**src/source/posit_cfg.svh**
```systemverilog
`ifndef POSIT_CFG_SVH
`define POSIT_CFG_SVH

// posit word width in bits.
`define POSIT_N 32

// exponent field width that sets useed to 2^(2^POSIT_ES).
`define POSIT_ES 2

// regime counter width that can count a run across the whole word.
`define POSIT_RS $clog2(`POSIT_N)

// newton refinement steps for the reciprocal square root.
`define SQRT_ITERS 3

`endif
```
**src/source/positTypesPkg.sv**
```systemverilog
`include "posit_cfg.svh"

package positTypesPkg;

  // raw posit word as it appears on the ports.
  typedef logic [`POSIT_N-1:0] positWordT;

  // signed regime value k is one bit wider than the run counter.
  typedef logic signed [`POSIT_RS:0] regimeT;

  // exponent bits that follow the regime.
  typedef logic [`POSIT_ES-1:0] exponentT;

  // fraction left aligned behind the hidden one at the msb.
  typedef logic [`POSIT_N-1:0] mantissaT;

  // root significand with the hidden one at bit 2N-1.
  typedef logic [2*`POSIT_N-1:0] rootMantT;

  // combined scale k*2^ES + e.
  typedef logic signed [`POSIT_RS+`POSIT_ES+4:0] scaleT;

endpackage

```
**src/source/positEncoder.sv**
```systemverilog
`timescale 1ns/100ps
`include "posit_cfg.svh"

module positEncoder (
  input  logic                     clk,
  input  logic                     rstN,
  input  logic                     rootValid,
  input  positTypesPkg::scaleT     rootScale,
  input  positTypesPkg::rootMantT  rootMant,
  input  logic                     rootZero,
  input  logic                     rootNaR,
  output logic                     outValid,
  output positTypesPkg::positWordT outPosit
);
  import positTypesPkg::*;

  localparam int wordW = `POSIT_N;
  localparam int expW = `POSIT_ES;
  localparam int packW = 3*wordW + expW + 1;

  scaleT                   kVal;
  scaleT                   runShift;
  logic                    runBit;
  logic signed [packW-1:0] packVec;
  logic signed [packW-1:0] shiftVec;
  logic [wordW-2:0]        body;
  logic                    guardBit;
  logic                    stickyBit;
  logic                    roundUp;
  logic [wordW-2:0]        bodyRnd;
  positWordT               resultWord;

  assign kVal = rootScale >>> expW;
  assign runBit = ~kVal[$bits(scaleT)-1];

  // a run of k+1 ones or -k zeros with one run bit already in place.
  assign runShift = runBit ? kVal : ~kVal;

  // low zero pad keeps shifted out bits visible to the sticky.
  assign packVec = {runBit, ~runBit, rootScale[expW-1:0], rootMant[2*wordW-2:0],
                    {wordW{1'b0}}};
  assign shiftVec = packVec >>> runShift;

  assign body = shiftVec[packW-1 -: wordW-1];
  assign guardBit = shiftVec[packW-wordW];
  assign stickyBit = |shiftVec[packW-wordW-1:0];

  // nearest even that saturates at maxpos.
  assign roundUp = guardBit & (stickyBit | body[0]) & ~(&body);

  always_comb begin
    bodyRnd = body + roundUp;
    // a nonzero root never rounds down to zero.
    if (bodyRnd == '0) begin
      bodyRnd = {{(wordW-2){1'b0}}, 1'b1};
    end
    if (rootNaR) begin
      resultWord = {1'b1, {(wordW-1){1'b0}}};
    end else if (rootZero) begin
      resultWord = '0;
    end else begin
      resultWord = {1'b0, bodyRnd};
    end
  end

  always_ff @(posedge clk or negedge rstN) begin
    if (!rstN) begin
      outValid <= 1'b0;
    end else begin
      outValid <= rootValid;
    end
  end

  always_ff @(posedge clk) begin
    if (rootValid) begin
      outPosit <= resultWord;
    end
  end

endmodule

```
**config.mk**
```make
export PLATFORM = sky130hd
export DESIGN_NAME = positEncoder
export DESIGN_NICKNAME = d
export VERILOG_FILES = /design/src/source/positTypesPkg.sv /design/src/source/positEncoder.sv
export VERILOG_INCLUDE_DIRS = /design/src /design/src/source
export SDC_FILE = /design/constraint.sdc
export NUM_CORES = 1
export LEC_CHECK = 0
export BUFFER_PORTS_ARGS = -buffer_cell sky130_fd_sc_hd__buf_2
export CORE_UTILIZATION = 53
export CTS_BUF_LIST = sky130_fd_sc_hd__clkbuf_2
export DETAILED_ROUTE_END_ITERATION = 10
export PLACE_DENSITY = 0.76
export SLEW_MARGIN = 25
export SYNTH_ARGS = -nofsm -noshare
export SYNTH_HDL_FRONTEND = slang
export SYNTH_SLANG_ARGS = --single-unit
```
**constraint.sdc**
```tcl
create_clock -name clk -period 0.95 [get_ports clk]
set_clock_uncertainty 0.05 [all_clocks]
set_input_delay 0.0475 -clock clk [delete_from_list [all_inputs] [get_ports clk]]
set_output_delay 0.0475 -clock clk [all_outputs]
set_load 0.005 [all_outputs]
```
==> results of run 1 <==
## metrics by stage
| stage | instance area [sq um] | setup WS (ps) |
|---|---|---|
| after CTS | 15400 | -3780 |
| after detailed placement | 13700 | -4860 |
| after global placement | 13700 | -4510 |
| after floorplan | 9390 | -4710 |
## metal layers
metal	GRT overflow	track usage (%)
met3	1	54.2
met1	2	74.7
met2	64	93.8
met4	57	73.2
met5	0	12.8
## cells by family after synthesis
kind of cell    Yosys count  synth area share, %
mux                     113                 13.0
simple gates            530                 28.6
fa+ha+maj                 8                 1.01
compound gates          471                 35.6
buf+inv                 121                 7.34
flops                    33                 10.8
xor+xnor                 36                 3.69
## Yosys cell counts (6+ instances only)
cell       number  share of area, %
xnor2_1        23               2.2
or3_1           8              0.55
inv_1           9              0.37
o21ai_0        81               4.4
nor3b_1         6              0.49
o31ai_1        17               1.4
a21o_1         10              0.82
a31oi_1        34               2.3
nand2b_1       22               1.5
nor2_1        155               6.4
o21bai_1        6              0.49
a22oi_1        15               1.2
o221ai_1        9              0.86
buf_1          13              0.53
nor3_1         40               2.2
buf_2          34               1.9
o21ai_1        16              0.87
edfxtp_1       32                10
o32ai_1        10              0.96
xor2_1         10              0.96
o31a_1         13               1.2
and3_1         11              0.75
mux2i_1        95                10
nand3_1        51               2.8
mux2_2         12               1.5
a211o_1         7              0.67
nand4_1        18               1.2
o211ai_1       17               1.4
a32oi_1        10              0.96
clkbuf_1       40               1.6
nor4_1         12              0.82
nand2_1       136               5.6
a221oi_1       10              0.96
a2111oi_0       6              0.57
and2_1         17               1.2
nor2b_1        14              0.96
a211oi_1       13               1.1
o22ai_1        17               1.2
buf_6          15               1.8
a21oi_1        98               5.4
o21a_1          8              0.66
## timing repair
| item | in CTS |
|---|---|
| hold buffers | 4 |
| hold endpoints to repair | 4 |
| setup endpoints to repair | 64 |
| resized for setup | 208 |
| pin swaps | 64 |
| gates cloned | 7 |
| buffers inserted | 60 |
==> results.cfg, run 1 <==
[status]
status = did not finish
haltStage = global routing (5_1_grt)
error_line = [ERROR GRT-0116] Global routing finished with congestion. Check the congestion regions in the DRC Viewer.

[global_routing]
grt-ovfl-total = 124
grt_pass1_wl_um = 102000
grt_pass1_vias = 18041
grtUsageTotal_pct = 73.7
grt_max_degree = 33

[synthesis]
synth.cell_area_sq_um = 9160
ys_seq_area_share_pct = 10.8
syn_nets = 1398
ys.flop_type = edfxtp_1
synth_edf_count = 32
yosysWarnings = 0
avgSynthCellArea_sq_um = 6.98
synth_cell_types = 109
syn_inst = 1312
ys_seq_elements = 33
async_flop_share_pct = 3.03

[placement]
placed_cells = 2063
post-dp-hpwl_um = 36100
place_congestion = 1.15
portBuffers = 112

[floorplanning]
die_x_um = 133
ios = 114
rows = 47
initial_utilization_pct = 54.8
die_height_um = 133

[clock_tree]
htreeDepth = 2
clock_path_buffers = 2
cts_inserted_buffers = 5
root_buffer = clkbuf_2
cts.sinks = 33
==> run 2: changes to the inputs <==
Settings changed: CORE_UTILIZATION 53 to 38, CTS_BUF_LIST sky130_fd_sc_hd__clkbuf_2 to unset, PLACE_DENSITY 0.76 to unset, PLACE_DENSITY_LB_ADDON set to 0.15.
==> run 2 against run 1 <==
Compared with the run above:
- the flow now finishes, with violations (setup timing)
- synthesized cell count did not move
- synthesized area did not move
==> results.cfg, run 2 <==
[status]
status = finished with violations
violations = setup timing

[clock_tree]
htreeDepth = 2
root_buffer = clkbuf_16
cts_inserted_buffers = 5
clock_path_buffers = 2
cts.sinks = 33
cts_tree = yes
clk_pin_slew_ps = 60

[critical_path]
slowest_delay_ps = 540
crit_type = in -> reg
start_kind = primary input
cp.required_ps = 990
crit_path_frequent_cell = ha_4
crit_chain = buf_12 -> clkinv_8 -> ha_4 -> buf_4 -> buf_6 -> a21oi_4 -> or4_4 -> a211o_1 -> or4_4 -> a2111oi_4 -> a21oi_2 -> nor4_4 -> nand2b_1 -> a211oi_2 -> a21oi_2 -> ha_4 -> ha_4 -> buf_4 -> xnor2_1 -> o41ai_1 -> nand3_1 -> nor4_2 -> nand4_1 -> o41ai_2
critPathTopFamily = simple AND/OR/NAND/NOR gates
critical_path.max_fanout = 3
crit_buf_inv = 5
worstSetupEndpointType = flop
critPathArrivalTime_ps = 5250
slowest_stage = or4_4

[synthesis]
yosysWarnings = 0
synth_top_area_share_pct = 10.5
muxShareOfSynthArea_pct = 13.0
synth-simple-area-share_pct = 28.6
synth_cell_types = 109
synth_common_cells = 155 x nor2_1, 136 x nand2_1, 98 x a21oi_1, 95 x mux2i_1, 81 x o21ai_0
ys.flop_type = edfxtp_1
avgSynthCellArea_sq_um = 6.98
syn_nets = 1398
ys_seq_area_share_pct = 10.8
synth_edf_count = 32
syn_inst = 1312
yosysMostFrequentCell = nor2_1
synth_top_cell_by_area = edfxtp_1
yosys-top-cells-area = edfxtp_1 10%, mux2i_1 10%, nor2_1 6.4%
async_flop_share_pct = 3.03
synth.cell_area_sq_um = 9160
synth_top_family_by_area = compound AO/OA/AOI/OAI gates
ys_seq_elements = 33
synth_compound_area_share_pct = 35.6
synth-adder-area-share_pct = 1.01
synthXorXnorAreaFrac_pct = 3.69

[floorplanning]
ios = 114
rows = 56
die_x_um = 157
die_height_um = 157
core_sq_um = 23500
initial_utilization_pct = 38.9
dieArea_sq_um = 24700

[sta]
min_period_ps = 5210
finalSetupViolCount = 31
finalCritPeriodShare_pct = 549
fmaxAchievable_mhz = 192
worst_pin_slew_ps = 618
slew_violations = 0
hold_viol_final = 0
rsz0062_at_grt = true
setup-tns-final_ps = -112750
hold_slack_ps = 34.5
slew_headroom_pct = 58.7
setup_ws_ps = -4260

[detailed_routing]
firstDrtPassIters = 6
highest_layer = met5
wl_met3_um = 5050
vias_per_cell = 6.11
wl_per_cell_um = 22.5
ant_nets = 0
wirelength_um = 50500
route.vias.total = 13744
drt_iter0_drc = 1410
routed-wl-met2_um = 22500
met1_length_um = 21800
drc = 0

[final_layout]
antenna_cells = 0
regMostFlops = outPosit
nNetsFinal = 2014
reg_top3 = outPosit (32), outValid (1)
area_growth_syn_to_layout_pct = 75.2
largest_reg_flops = 32
layout_commonest_cell = buf_4
drive_gt1_share_pct = 49.3
stdcell_area_sq_um = 16000
layout_common_cells = 534 x buf_4, 140 x nor2_1, 129 x nand2_1, 109 x buf_2, 93 x mux2i_1
layoutNonFillerInstCount = 2248

[power]
leakage_nw = 7.02
power_density_nw_per_um2 = 916
ir_drop_mv = 1.09

[global_routing]
grt_pass1_vias = 12780
grt-ovfl-total = 0
grtUsageTotal_pct = 39.4
grt_pass1_wl_um = 74100
antenna_found_initial = 1
grt_max_degree = 45

[placement]
post-dp-hpwl_um = 39100
dp_slack_ps = -4850
portBuffers = 112
place_area_sq_um = 13900
placed_cells = 2172
place_congestion = 0.999

[job]
maxCapViolCount = 0

[hold_path]
min_path_type = in -> async
run 2: cell type report:
type | instances | area [sq um]
repair inverters | 1 | 7.51
well taps | 319 | 399
clock inverters | 3 | 17.5
flip-flops and latches | 33 | 986
fillers | 2045 | 7500
repair buffers | 718 | 5740
multi-input cells | 1158 | 8700
inverters | 11 | 57.6
clock buffers | 5 | 125
run 2: logic make-up (layout without fill, tap and decap cells):
logic type	after synthesis	after routing
DFF	33	33
xor gates and xnor gates	36	36
muxes	113	113
buffers and inverters	121	738
and+or+nand+nor	530	530
adders and majority gates	8	8
AOI/OAI and AO/OA	471	471
run 2: final timing paths:
kind / start / endpoint / slack [ps] / depth (start not counted)
min in group clk: rootValid / outValid$_DFF_PN0_ / 60 / 2
max in group asynchronous: rstN / outValid$_DFF_PN0_ / 730 / 2
worst min-delay path: rstN / outValid$_DFF_PN0_ / 30 / 2
worst max-delay path: rootScale[11] / outPosit[0]$_SDFFCE_PP0P_ / -4260 / 24
run 2: report_power, final:
part           internal (mW)  switching [mW]
Combinational           5.38            5.97
Clock                  0.961           0.641
Sequential              1.73          0.0258
Total                   8.06            6.64
run 2: per-layer routing:
| metal | track usage (%) | vias to the layer above |
|---|---|---|
| met1 | 54.4 | 6585 |
| met5 | 0 | - |
| met2 | 62.0 | 767 |
| met3 | 9.20 | 91 |
| li1 | - | 6299 |
| met4 | 7.63 | 2 |
run 2: stage by stage:
stage          power [mW]  utilization (%)
5_1_grt              15.3             68.1
3_5_place_dp         11.3             59.2
3_3_place_gp         11.3             59.2
4_1_cts              13.5             63.8
2_1_floorplan        6.37                -
6_report             14.7             68.1
run 2: what timing repair did:
item | CTS | global route
resized for setup | 129 | 153
endpoints found under the setup margin | 31 | 32
hold buffers | 2 | 0
buffers inserted | 26 | 41
pin swaps | 40 | 57
hold endpoints to repair | 2 | 0
gates cloned | 6 | 3
(Power assumes the default switching activity.)
==> run 3: changes to the inputs <==
Settings changed: CAP_MARGIN set to 20, CORE_UTILIZATION 38 to 50.
==> run 3 against run 2 <==
Compared with the run above:
- the flow now stops in global routing (5_1_grt)
- synthesized area unchanged
- synthesized cell count did not move
==> results.cfg, run 3 <==
[status]
status = did not finish
haltStage = global routing (5_1_grt)
error_line = [ERROR GRT-0232] Routing congestion too high. Check the congestion heatmap in the GUI.

[clock_tree]
clock_path_buffers = 2
root_buffer = clkbuf_16
cts.sinks = 33
htreeDepth = 2
cts_inserted_buffers = 5

[synthesis]
synth-adder-area-share_pct = 1.01
ys_seq_elements = 33
synth_top_family_by_area = compound AO/OA/AOI/OAI gates
avgSynthCellArea_sq_um = 6.98
syn_nets = 1398
syn_inst = 1312
synth_cell_types = 109
muxShareOfSynthArea_pct = 13.0
synth_compound_area_share_pct = 35.6
synth_common_cells = 155 x nor2_1, 136 x nand2_1, 98 x a21oi_1, 95 x mux2i_1, 81 x o21ai_0
yosys-top-cells-area = edfxtp_1 10%, mux2i_1 10%, nor2_1 6.4%
ys_seq_area_share_pct = 10.8
synth.cell_area_sq_um = 9160
yosysWarnings = 0
synthXorXnorAreaFrac_pct = 3.69
synth_edf_count = 32
ys.flop_type = edfxtp_1
synth_top_cell_by_area = edfxtp_1
async_flop_share_pct = 3.03
yosysMostFrequentCell = nor2_1
synth-simple-area-share_pct = 28.6
synth_top_area_share_pct = 10.5

[floorplanning]
rows = 49
ios = 114
initial_utilization_pct = 51.0
die_x_um = 137
die_height_um = 137

[placement]
placed_cells = 2057
place_area_sq_um = 13600
post-dp-hpwl_um = 36500
place_congestion = 1.06
portBuffers = 112

[global_routing]
grt_max_degree = 44
grt-ovfl-total = 165
grtUsageTotal_pct = 80.3

[sta]
crit_endpoint = outPosit[0]$_SDFFCE_PP0P_/D
worst-ep-kind = register input
-- run 3: cell counts after synthesis --
Identical to the previous run, type by type.
-- run 3: metrics by stage --
step           hold WS [ps]  setup TNS [ps]  setup slack [ps]
4_1_cts                26.4         -102990             -3780
3_3_place_gp           -228         -120610             -4470
3_5_place_dp           -223         -122410             -4520
2_1_floorplan          -298         -126700             -4710
-- run 3: logic make-up after synthesis --
kind of cell	after synthesis
buffers and inverters	121
AO/OA/AOI/OAI	471
adder cells (fa/ha/maj)	8
XOR/XNOR	36
flip-flops	33
AND/OR/NAND/NOR	530
multiplexers	113
-- run 3: layer usage --
layer | global-route usage (%) | GRT overflow
met2 | 96.1 | 98
met5 | 33.9 | 2
met3 | 65.7 | 5
met1 | 80.0 | 3
met4 | 80.9 | 57
-- run 3: timing repair --
item / 4_1_cts
cloned: 5
endpoints found under the hold margin: 2
resized for setup: 240
endpoints found under the setup margin: 31
pin swaps: 76
buffers inserted: 58
hold buffers: 2
