File: src/source/posit_cfg.svh
`ifndef POSIT_CFG_SVH
`define POSIT_CFG_SVH

// posit word width in bits.
`define POSIT_N 32

// exponent field width that sets useed to 2^(2^POSIT_ES).
`define POSIT_ES 2

// regime counter width that can count a run across the whole word.
`define POSIT_RS $clog2(`POSIT_N)

// newton refinement steps for the reciprocal square root.
`define SQRT_ITERS 3

`endif
File: src/source/positTypesPkg.sv
`include "posit_cfg.svh"

package positTypesPkg;

  // raw posit word as it appears on the ports.
  typedef logic [`POSIT_N-1:0] positWordT;

  // signed regime value k is one bit wider than the run counter.
  typedef logic signed [`POSIT_RS:0] regimeT;

  // exponent bits that follow the regime.
  typedef logic [`POSIT_ES-1:0] exponentT;

  // fraction left aligned behind the hidden one at the msb.
  typedef logic [`POSIT_N-1:0] mantissaT;

  // root significand with the hidden one at bit 2N-1.
  typedef logic [2*`POSIT_N-1:0] rootMantT;

  // combined scale k*2^ES + e.
  typedef logic signed [`POSIT_RS+`POSIT_ES+4:0] scaleT;

endpackage

File: src/source/decodedPositIf.sv
`timescale 1ns/100ps

interface decodedPositIf;
  import positTypesPkg::*;

  logic     valid;
  logic     sign;
  regimeT   regime;
  exponentT exponent;
  mantissaT mantissa;
  logic     isZero;
  logic     isNaR;

  modport producer (
    output valid,
    output sign,
    output regime,
    output exponent,
    output mantissa,
    output isZero,
    output isNaR
  );

  modport consumer (
    input valid,
    input sign,
    input regime,
    input exponent,
    input mantissa,
    input isZero,
    input isNaR
  );

endinterface

File: src/source/positDecoder.sv
`timescale 1ns/100ps
`include "posit_cfg.svh"

module positDecoder (
  input  logic                     clk,
  input  logic                     rstN,
  input  logic                     inValid,
  input  positTypesPkg::positWordT inPosit,
  decodedPositIf.producer          dec
);
  import positTypesPkg::*;

  localparam int wordW = `POSIT_N;
  localparam int expW = `POSIT_ES;
  localparam int fracW = wordW - 1 - expW;

  logic               wordSign;
  logic               wordZero;
  logic               wordNaR;
  positWordT          absWord;
  logic [wordW-2:0]   body;
  logic               runBit;
  logic [`POSIT_RS:0] runLen;
  regimeT             kVal;
  logic [wordW-2:0]   tail;

  assign wordSign = inPosit[wordW-1];
  assign wordZero = (inPosit == '0);
  assign wordNaR = (inPosit == {1'b1, {(wordW-1){1'b0}}});

  // negative words are decoded from their two's complement.
  assign absWord = wordSign ? -inPosit : inPosit;
  assign body = absWord[wordW-2:0];
  assign runBit = body[wordW-2];

  // length of the leading regime run.
  always_comb begin
    logic stop;
    stop = 1'b0;
    runLen = '0;
    for (int i = wordW - 2; i >= 0; i--) begin
      if (!stop && (body[i] == runBit)) begin
        runLen = runLen + 1'b1;
      end else begin
        stop = 1'b1;
      end
    end
  end

  // a run of ones gives k = len-1, a run of zeros gives k = -len.
  assign kVal = runBit ? (regimeT'(runLen) - regimeT'(1)) : -regimeT'(runLen);

  // drop the run and its terminating bit.
  assign tail = body << (runLen + 1);

  always_ff @(posedge clk or negedge rstN) begin
    if (!rstN) begin
      dec.valid <= 1'b0;
    end else begin
      dec.valid <= inValid;
    end
  end

  always_ff @(posedge clk) begin
    if (inValid) begin
      dec.sign <= wordSign;
      dec.regime <= kVal;
      // exponent bits cut off by a long run read as zero.
      dec.exponent <= tail[wordW-2 -: expW];
      dec.mantissa <= {1'b1, tail[fracW-1:0], {expW{1'b0}}};
      dec.isZero <= wordZero;
      dec.isNaR <= wordNaR;
    end
  end

endmodule

File: src/flat_wrapper.sv
// flat-port wrapper written by rule: the top's interface ports become plain ports
module positDecoder_flat import positTypesPkg::*;
  (clk, rstN, inValid, inPosit, dec_valid, dec_sign, dec_regime, dec_exponent, dec_mantissa, dec_isZero, dec_isNaR);
  decodedPositIf dec_i ();
  input  logic clk;
  input  logic rstN;
  input  logic inValid;
  input  positTypesPkg::positWordT inPosit;
  output wire logic [$bits(dec_i.valid)-1:0] dec_valid;
  output wire logic [$bits(dec_i.sign)-1:0] dec_sign;
  output wire logic [$bits(dec_i.regime)-1:0] dec_regime;
  output wire logic [$bits(dec_i.exponent)-1:0] dec_exponent;
  output wire logic [$bits(dec_i.mantissa)-1:0] dec_mantissa;
  output wire logic [$bits(dec_i.isZero)-1:0] dec_isZero;
  output wire logic [$bits(dec_i.isNaR)-1:0] dec_isNaR;
  assign dec_valid = dec_i.valid;
  assign dec_sign = dec_i.sign;
  assign dec_regime = dec_i.regime;
  assign dec_exponent = dec_i.exponent;
  assign dec_mantissa = dec_i.mantissa;
  assign dec_isZero = dec_i.isZero;
  assign dec_isNaR = dec_i.isNaR;
  positDecoder u_core (.clk(clk), .rstN(rstN), .inValid(inValid), .inPosit(inPosit), .dec(dec_i));
endmodule
File: config.mk
export PLATFORM = sky130hd
export DESIGN_NAME = positDecoder_flat
export DESIGN_NICKNAME = d
export VERILOG_FILES = /design/src/source/positTypesPkg.sv /design/src/source/decodedPositIf.sv /design/src/source/positDecoder.sv /design/src/flat_wrapper.sv
export VERILOG_INCLUDE_DIRS = /design/src /design/src/source
export SDC_FILE = /design/constraint.sdc
export NUM_CORES = 1
export LEC_CHECK = 0
export BUFFER_PORTS_ARGS = -buffer_cell sky130_fd_sc_hd__clkbuf_2
export CORE_ASPECT_RATIO = 1.1
export CORE_MARGIN = 2
export CORE_UTILIZATION = 55
export CTS_BUF_LIST = sky130_fd_sc_hd__clkbuf_8 sky130_fd_sc_hd__clkbuf_16
export CTS_CLUSTER_DIAMETER = 80
export DETAILED_ROUTE_END_ITERATION = 8
export MAX_ROUTING_LAYER = met4
export PLACE_DENSITY_LB_ADDON = 0.08
export SLEW_MARGIN = 20
export SYNTH_ARGS = -nofsm -noshare
export SYNTH_HDL_FRONTEND = slang
export SYNTH_SLANG_ARGS = --single-unit
File: constraint.sdc
create_clock -name clk -period 0.8 [get_ports clk]
set_input_delay 0.12 -clock clk [delete_from_list [all_inputs] [get_ports clk]]
set_output_delay 0.12 -clock clk [all_outputs]
set_load 0.05 [all_outputs]
==> key figures, run 1 <==
Place
  – PortBufs: 75
  – RePlAce Congestion: 1.07
  – DP Wirelength: 27,900 µm
  – Dpl ws: -18.33 ns
  – DP Area: 0.0130 mm²

Synth
  – Ys flop type: edfxtp_1
  – Ys Warns: 0
  – Post-Syn Area: 0.00867 mm²
  – Synth area leaders: edfxtp_1 14%, xnor2_1 6.5%, nand2_1 6.0%
  – Post-synthesis sequential area ratio: 14.1%
  – Synth area leader: edfxtp_1
  – Synth top area share: 13.9%
  – Ys async rst share: 2.44%
  – Synth Register Bits: 41
  – Number of flops mapped to enable cells by yosys: 40
  – Cells after Synth: 1,150
  – Avg Cell Area, Syn: 7.54 µm²
  – Post-synth cell types: 103

Run status
  – Result of the run: did not finish
  – Failing step: global routing (5_1_grt)
  – Stop Error: [ERROR GRT-0116] Global routing finished with congestion. Check the congestion regions in the DRC Viewer.

Clock tree
  – CTS H-tree depth: 2
  – CTS root buf: clkbuf_16
  – CTS sink cnt: 41
  – Number of buffers created by CTS: 5
  – Clk buf depth: 2

Floorplan
  – Die width: 124 µm
  – Core Rows: 48
  – Die Y: 136 µm
  – Initial core utilization: 55.7%
  – # IOs: 79

Global route
  – Pin count of the biggest net entering global routing: 44
  – Total gr overflow: 124
  – Total track usage: 77.4%
  – First-pass GRT wire length: 96,300 µm
  – Vias in the first global route: 16,400
==> synthesized netlist by cell type (16+ instances only) <==
library cell  number
nand2_1          138
nor2_1           119
o21ai_0           71
xnor2_1           64
a21oi_1           59
nor3_1            42
edfxtp_1          40
nand3_1           38
mux2i_1           34
clkbuf_1          32
ha_1              29
and2_1            28
xor2_1            28
inv_1             26
o211ai_1          22
buf_2             20
mux2_2            19
nand2b_1          16
==> per-layer routing <==
layer  track usage [%]  overflow
met1              71.7         1
met2              95.0        71
met3              58.5         6
met4              83.0        46
met5                 -         -
==> cell families after synthesis <==
| group | count (synthesis) | share of synthesized area (%) |
|---|---|---|
| AOI/OAI and AO/OA | 315 | 25.3 |
| xor gates and xnor gates | 117 | 15.4 |
| adders and majority gates | 33 | 4.66 |
| buffers and inverters | 91 | 4.58 |
| DFF | 41 | 14.1 |
| muxes | 56 | 7.17 |
| other | 2 | 0.0866 |
| and+or+nand+nor | 495 | 28.6 |
==> stage by stage <==
stage          instances  utilization, %
2_1_floorplan       1151               -
3_3_place_gp        1815            83.8
3_5_place_dp        1815            83.8
4_1_cts             1920            96.0
==> repair_timing <==
| item | in CTS |
|---|---|
| cloned | 3 |
| setup buffers | 95 |
| endpoints found under the hold margin | 1 |
| gates resized for setup | 235 |
| pin swaps | 69 |
| hold buffers | 1 |
| endpoints found under the setup margin | 80 |
==> inputs of run 2 (changes only) <==
--- a/config.mk
+++ b/config.mk
@@ -7,14 +7,10 @@
 export NUM_CORES = 1
 export LEC_CHECK = 0
 export BUFFER_PORTS_ARGS = -buffer_cell sky130_fd_sc_hd__clkbuf_2
-export CORE_ASPECT_RATIO = 1.1
 export CORE_MARGIN = 2
-export CORE_UTILIZATION = 55
-export CTS_BUF_LIST = sky130_fd_sc_hd__clkbuf_8 sky130_fd_sc_hd__clkbuf_16
-export CTS_CLUSTER_DIAMETER = 80
+export CORE_UTILIZATION = 40
 export DETAILED_ROUTE_END_ITERATION = 8
-export MAX_ROUTING_LAYER = met4
-export PLACE_DENSITY_LB_ADDON = 0.08
+export PLACE_DENSITY_LB_ADDON = 0.15
 export SLEW_MARGIN = 20
 export SYNTH_ARGS = -nofsm -noshare
 export SYNTH_HDL_FRONTEND = slang
==> key figures, run 2 <==
Run status
  – Result of the run: finished with violations
  – Failing checks: negative setup slack

Synth
  – Most numerous cell in the Yosys netlist: nand2_1
  – Most common library cells after synthesis: 138 x nand2_1, 119 x nor2_1, 71 x o21ai_0, 64 x xnor2_1, 59 x a21oi_1
  – Post-synth cell types: 103
  – Synth Register Bits: 41
  – Synth area leader: edfxtp_1
  – Post-Syn Area: 0.00867 mm²
  – Post-synthesis sequential area ratio: 14.1%
  – Cells after Synth: 1,150
  – Avg Cell Area, Syn: 7.54 µm²
  – Synth area leaders: edfxtp_1 14%, xnor2_1 6.5%, nand2_1 6.0%
  – Ys Warns: 0
  – Ys async rst share: 2.44%
  – Synth top area share: 13.9%
  – Ys flop type: edfxtp_1
  – Number of flops mapped to enable cells by yosys: 40

STA
  – Final Max Slew Viols: 0
  – Slew margin rel.: 66.4%
  – Fmax: 0.0540 GHz
  – Period utilization: 2320%
  – Worst Tran Pin Value: 0.499 ns
  – Fin. Hold Viols: 0
  – Final min period: 18.53 ns
  – Final hold slack: 0.0324 ns
  – Setup violators final: 80
  – Unrepaired setup endpoints after global routing: true
  – Final WS setup: -17.73 ns

Clock tree
  – Clk buf depth: 2
  – Number of buffers created by CTS: 5
  – CTS H-tree depth: 2
  – Clock Pin Slew Worst Setup and Hold Paths: 0.07 ns
  – CTS tree: yes
  – CTS sink cnt: 41
  – CTS root buf: clkbuf_16

Job
  – Max-cap violations: 0

Floorplan
  – Die Y: 151 µm
  – Core Rows: 53
  – Die area: 0.0229 mm²
  – Die width: 151 µm
  – # IOs: 79
  – CORE AREA: 0.0212 mm²
  – Initial core utilization: 41.0%

Cells and area
  – Layout Cells excl Fill: 2,027
  – Commonest non-fill, non-tap cells in the layout: 503 x buf_4, 117 x nand2_1, 92 x nor2_1, 51 x xnor2_1, 46 x buf_6
  – Layout cell share with drive strength beyond 1: 52.6%
  – Commonest non-fill, non-tap cell in the layout: buf_4
  – Post-layout util: 75.6%
  – Area Growth Syn to Fin: 84.4%
  – N_diodes: 0
  – Top reg by flops: u_core.dec.mantissa
  – Top Registers: u_core.dec.mantissa: 29 flops, u_core.dec.regime: 6 flops, u_core.dec.exponent: 2 flops
  – Max reg flops: 29
  – Final nets: 1,815

Pwr
  – Max VDD drop: 1360 µV
  – Pwr dens: 1930 mW/mm²
  – Cell leakage power: 7.00 nW

Setup path
  – CP startpoint kind: input port
  – Worst path arrival time: 18.58 ns
  – CP max FO: 8
  – Crit. End Element: flop
  – Most frequent CP cell: ha_4
  – WS Path Type: in2reg
  – Critical Path RT: 0.84 ns
  – Crit-path max cell delay: 0.58 ns
  – Critical-path top delay cell: or4_4

Routing
  – Initial drt markers: 1,386
  – Routed WL per cell: 19.6 µm
  – Antenna Nets Post-Route: 0
  – Via-per-instance ratio: 5.86
  – Via count: 11,900
  – First-pass iteration count of the detailed router: 6
  – Total routed wirelength: 39,800 µm
  – Residual DRC: 0

Global route
  – Total gr overflow: 0
  – Initial antenna violation count: 0
  – Total track usage: 31.2%
  – First-pass GRT wire length: 56,900 µm
  – Vias in the first global route: 11,200
  – Pin count of the biggest net entering global routing: 43

Place
  – Dpl ws: -17.77 ns
  – Placed cell count: 1,879
  – PortBufs: 75
  – DP Wirelength: 26,100 µm
  – RePlAce Congestion: 0.955

Hold path
  – Worst hold path type: in2reg
  – Hold path depth: 1
run 2: worst paths after layout:
kind,slack [ns],startpoint,end
worst max-delay path,-17.73,inPosit[0],u_core.dec.mantissa[22]$_SDFFCE_PP0P_
worst min-delay path,0.03,inValid,u_core.dec.valid$_DFF_PN0_
max in group asynchronous,0.59,rstN,u_core.dec.valid$_DFF_PN0_
min in group asynchronous,0.12,rstN,u_core.dec.valid$_DFF_PN0_
run 2: power breakdown:
group	internal (mW)	switching, mW	leakage [nW]
clock network	1.25	0.884	0.0701
registers	3.31	0.336	0.402
logic	12.1	13.0	6.53
run 2: through the flow:
step | area, µm² | total power [mW] | TNS [ns]
final | 16000 | 30.9 | -642.90
after global routing | 16000 | 32.1 | -672.06
after CTS | 15300 | 27.2 | -621.18
after detailed placement | 13000 | 20.7 | -639.72
after global placement | 13000 | 20.4 | -624.28
after floorplan | 9310 | 14.6 | -619.70
run 2: routing by layer:
layer | track usage [%] | wire length [µm] | vias up
met3 | 4.43 | 3400 | 185
met5 | 0.909 | 0 | -
met4 | 9.67 | 1800 | 0
met2 | 51.5 | 18300 | 664
met1 | 42.1 | 16200 | 5549
li1 | - | - | 5484
run 2: critical path, delay by kind of cell:
family,cells,cell delay (ns)
and+or+nand+nor,16,2.30
adders and majority gates,28,6.93
buffers and inverters,13,1.45
muxes,16,3.48
AOI/OAI and AO/OA,28,3.99
xor gates and xnor gates,2,0.31
run 2: logic make-up (layout without fill, tap and decap cells):
| family | after synthesis | after routing | synth area share, % |
|---|---|---|---|
| and+or+nand+nor | 495 | 495 | 28.6 |
| AOI/OAI and AO/OA | 315 | 315 | 25.3 |
| xor gates and xnor gates | 117 | 118 | 15.4 |
| buffers and inverters | 91 | 691 | 4.58 |
| muxes | 56 | 56 | 7.17 |
| DFF | 41 | 41 | 14.1 |
| adders and majority gates | 33 | 33 | 4.66 |
| other | 2 | 3 | 0.0866 |
run 2: area by class of cell:
class	instances	area, µm²
fillers	1402	5170
clock buffers	7	143
clock inverters	1	7.51
inverters	29	156
flip-flops and latches	41	1230
multi-input cells	1020	8440
well taps	275	344
repair buffers	654	5670
run 2: repair_timing:
item                                    in CTS  in global routing
endpoints found under the setup margin      80                 80
gates cloned                                 6                  0
hold buffers                                 1                  0
buffers inserted                           101                 38
hold endpoints to repair                     1                  0
pin swaps                                   92                 82
resized for setup                          286                120
(Power assumes the default switching activity.)
==> inputs of run 3 (changes only) <==
--- a/config.mk
+++ b/config.mk
@@ -8,7 +8,8 @@
 export LEC_CHECK = 0
 export BUFFER_PORTS_ARGS = -buffer_cell sky130_fd_sc_hd__clkbuf_2
 export CORE_MARGIN = 2
-export CORE_UTILIZATION = 40
+export CORE_UTILIZATION = 55
+export CTS_CLUSTER_DIAMETER = 100
 export DETAILED_ROUTE_END_ITERATION = 8
 export PLACE_DENSITY_LB_ADDON = 0.15
 export SLEW_MARGIN = 20
==> key figures, run 3 <==
Run status
  – Result of the run: did not finish
  – Failing step: global routing (5_1_grt)
  – Stop Error: [ERROR GRT-0116] Global routing finished with congestion. Check the congestion regions in the DRC Viewer.

Synth
  – Most numerous cell in the Yosys netlist: nand2_1
  – Synth top area share: 13.9%
  – Synth area leaders: edfxtp_1 14%, xnor2_1 6.5%, nand2_1 6.0%
  – Post-synthesis sequential area ratio: 14.1%
  – Ys async rst share: 2.44%
  – Ys Warns: 0
  – Synth Register Bits: 41
  – Most common library cells after synthesis: 138 x nand2_1, 119 x nor2_1, 71 x o21ai_0, 64 x xnor2_1, 59 x a21oi_1
  – Cells after Synth: 1,150
  – Avg Cell Area, Syn: 7.54 µm²
  – Post-synth cell types: 103
  – Post-Syn Area: 0.00867 mm²
  – Ys flop type: edfxtp_1
  – Number of flops mapped to enable cells by yosys: 40
  – Synth area leader: edfxtp_1

Global route
  – Vias in the first global route: 16,900
  – Pin count of the biggest net entering global routing: 45
  – Total track usage: 76.5%
  – Total gr overflow: 119
  – First-pass GRT wire length: 99,300 µm

Clock tree
  – CTS H-tree depth: 2
  – Number of buffers created by CTS: 5
  – CTS sink cnt: 41
  – Clk buf depth: 2
  – CTS root buf: clkbuf_16

Floorplan
  – Initial core utilization: 56.6%
  – # IOs: 79
  – Die Y: 130 µm
  – Die width: 130 µm
  – Core Rows: 45

Place
  – DP Wirelength: 26,400 µm
  – RePlAce Congestion: 1.03
  – DP Area: 0.0129 mm²
  – Dpl ws: -17.95 ns
  – PortBufs: 75
## run 3: repair_timing
item | CTS
hold endpoints to repair | 1
buffers inserted | 69
gates cloned | 5
resized for setup | 288
pin swaps | 77
endpoints found under the setup margin | 80
hold buffers | 1
## run 3: cell families after synthesis
kind of cell,after synthesis,share of synthesized area [%]
xor gates and xnor gates,117,15.4
AOI/OAI and AO/OA,315,25.3
buffers and inverters,91,4.58
and+or+nand+nor,495,28.6
adders and majority gates,33,4.66
DFF,41,14.1
other,2,0.0866
muxes,56,7.17
## run 3: metrics by stage
stage / hold WS [ns] / std cells / util, % / setup TNS (ns)
detailed placement: -0.101 / 1809 / 84.1 / -646.74
CTS: 0.0470 / 1891 / 97.4 / -613.74
global placement: -0.105 / 1809 / 84.1 / -615.81
floorplan: -0.176 / 1151 / - / -619.70
## run 3: metal layers
layer	GRT overflow	global-route usage, %
met5	0	7.94
met3	3	58.3
met4	45	81.5
met2	71	95.7
met1	0	75.8
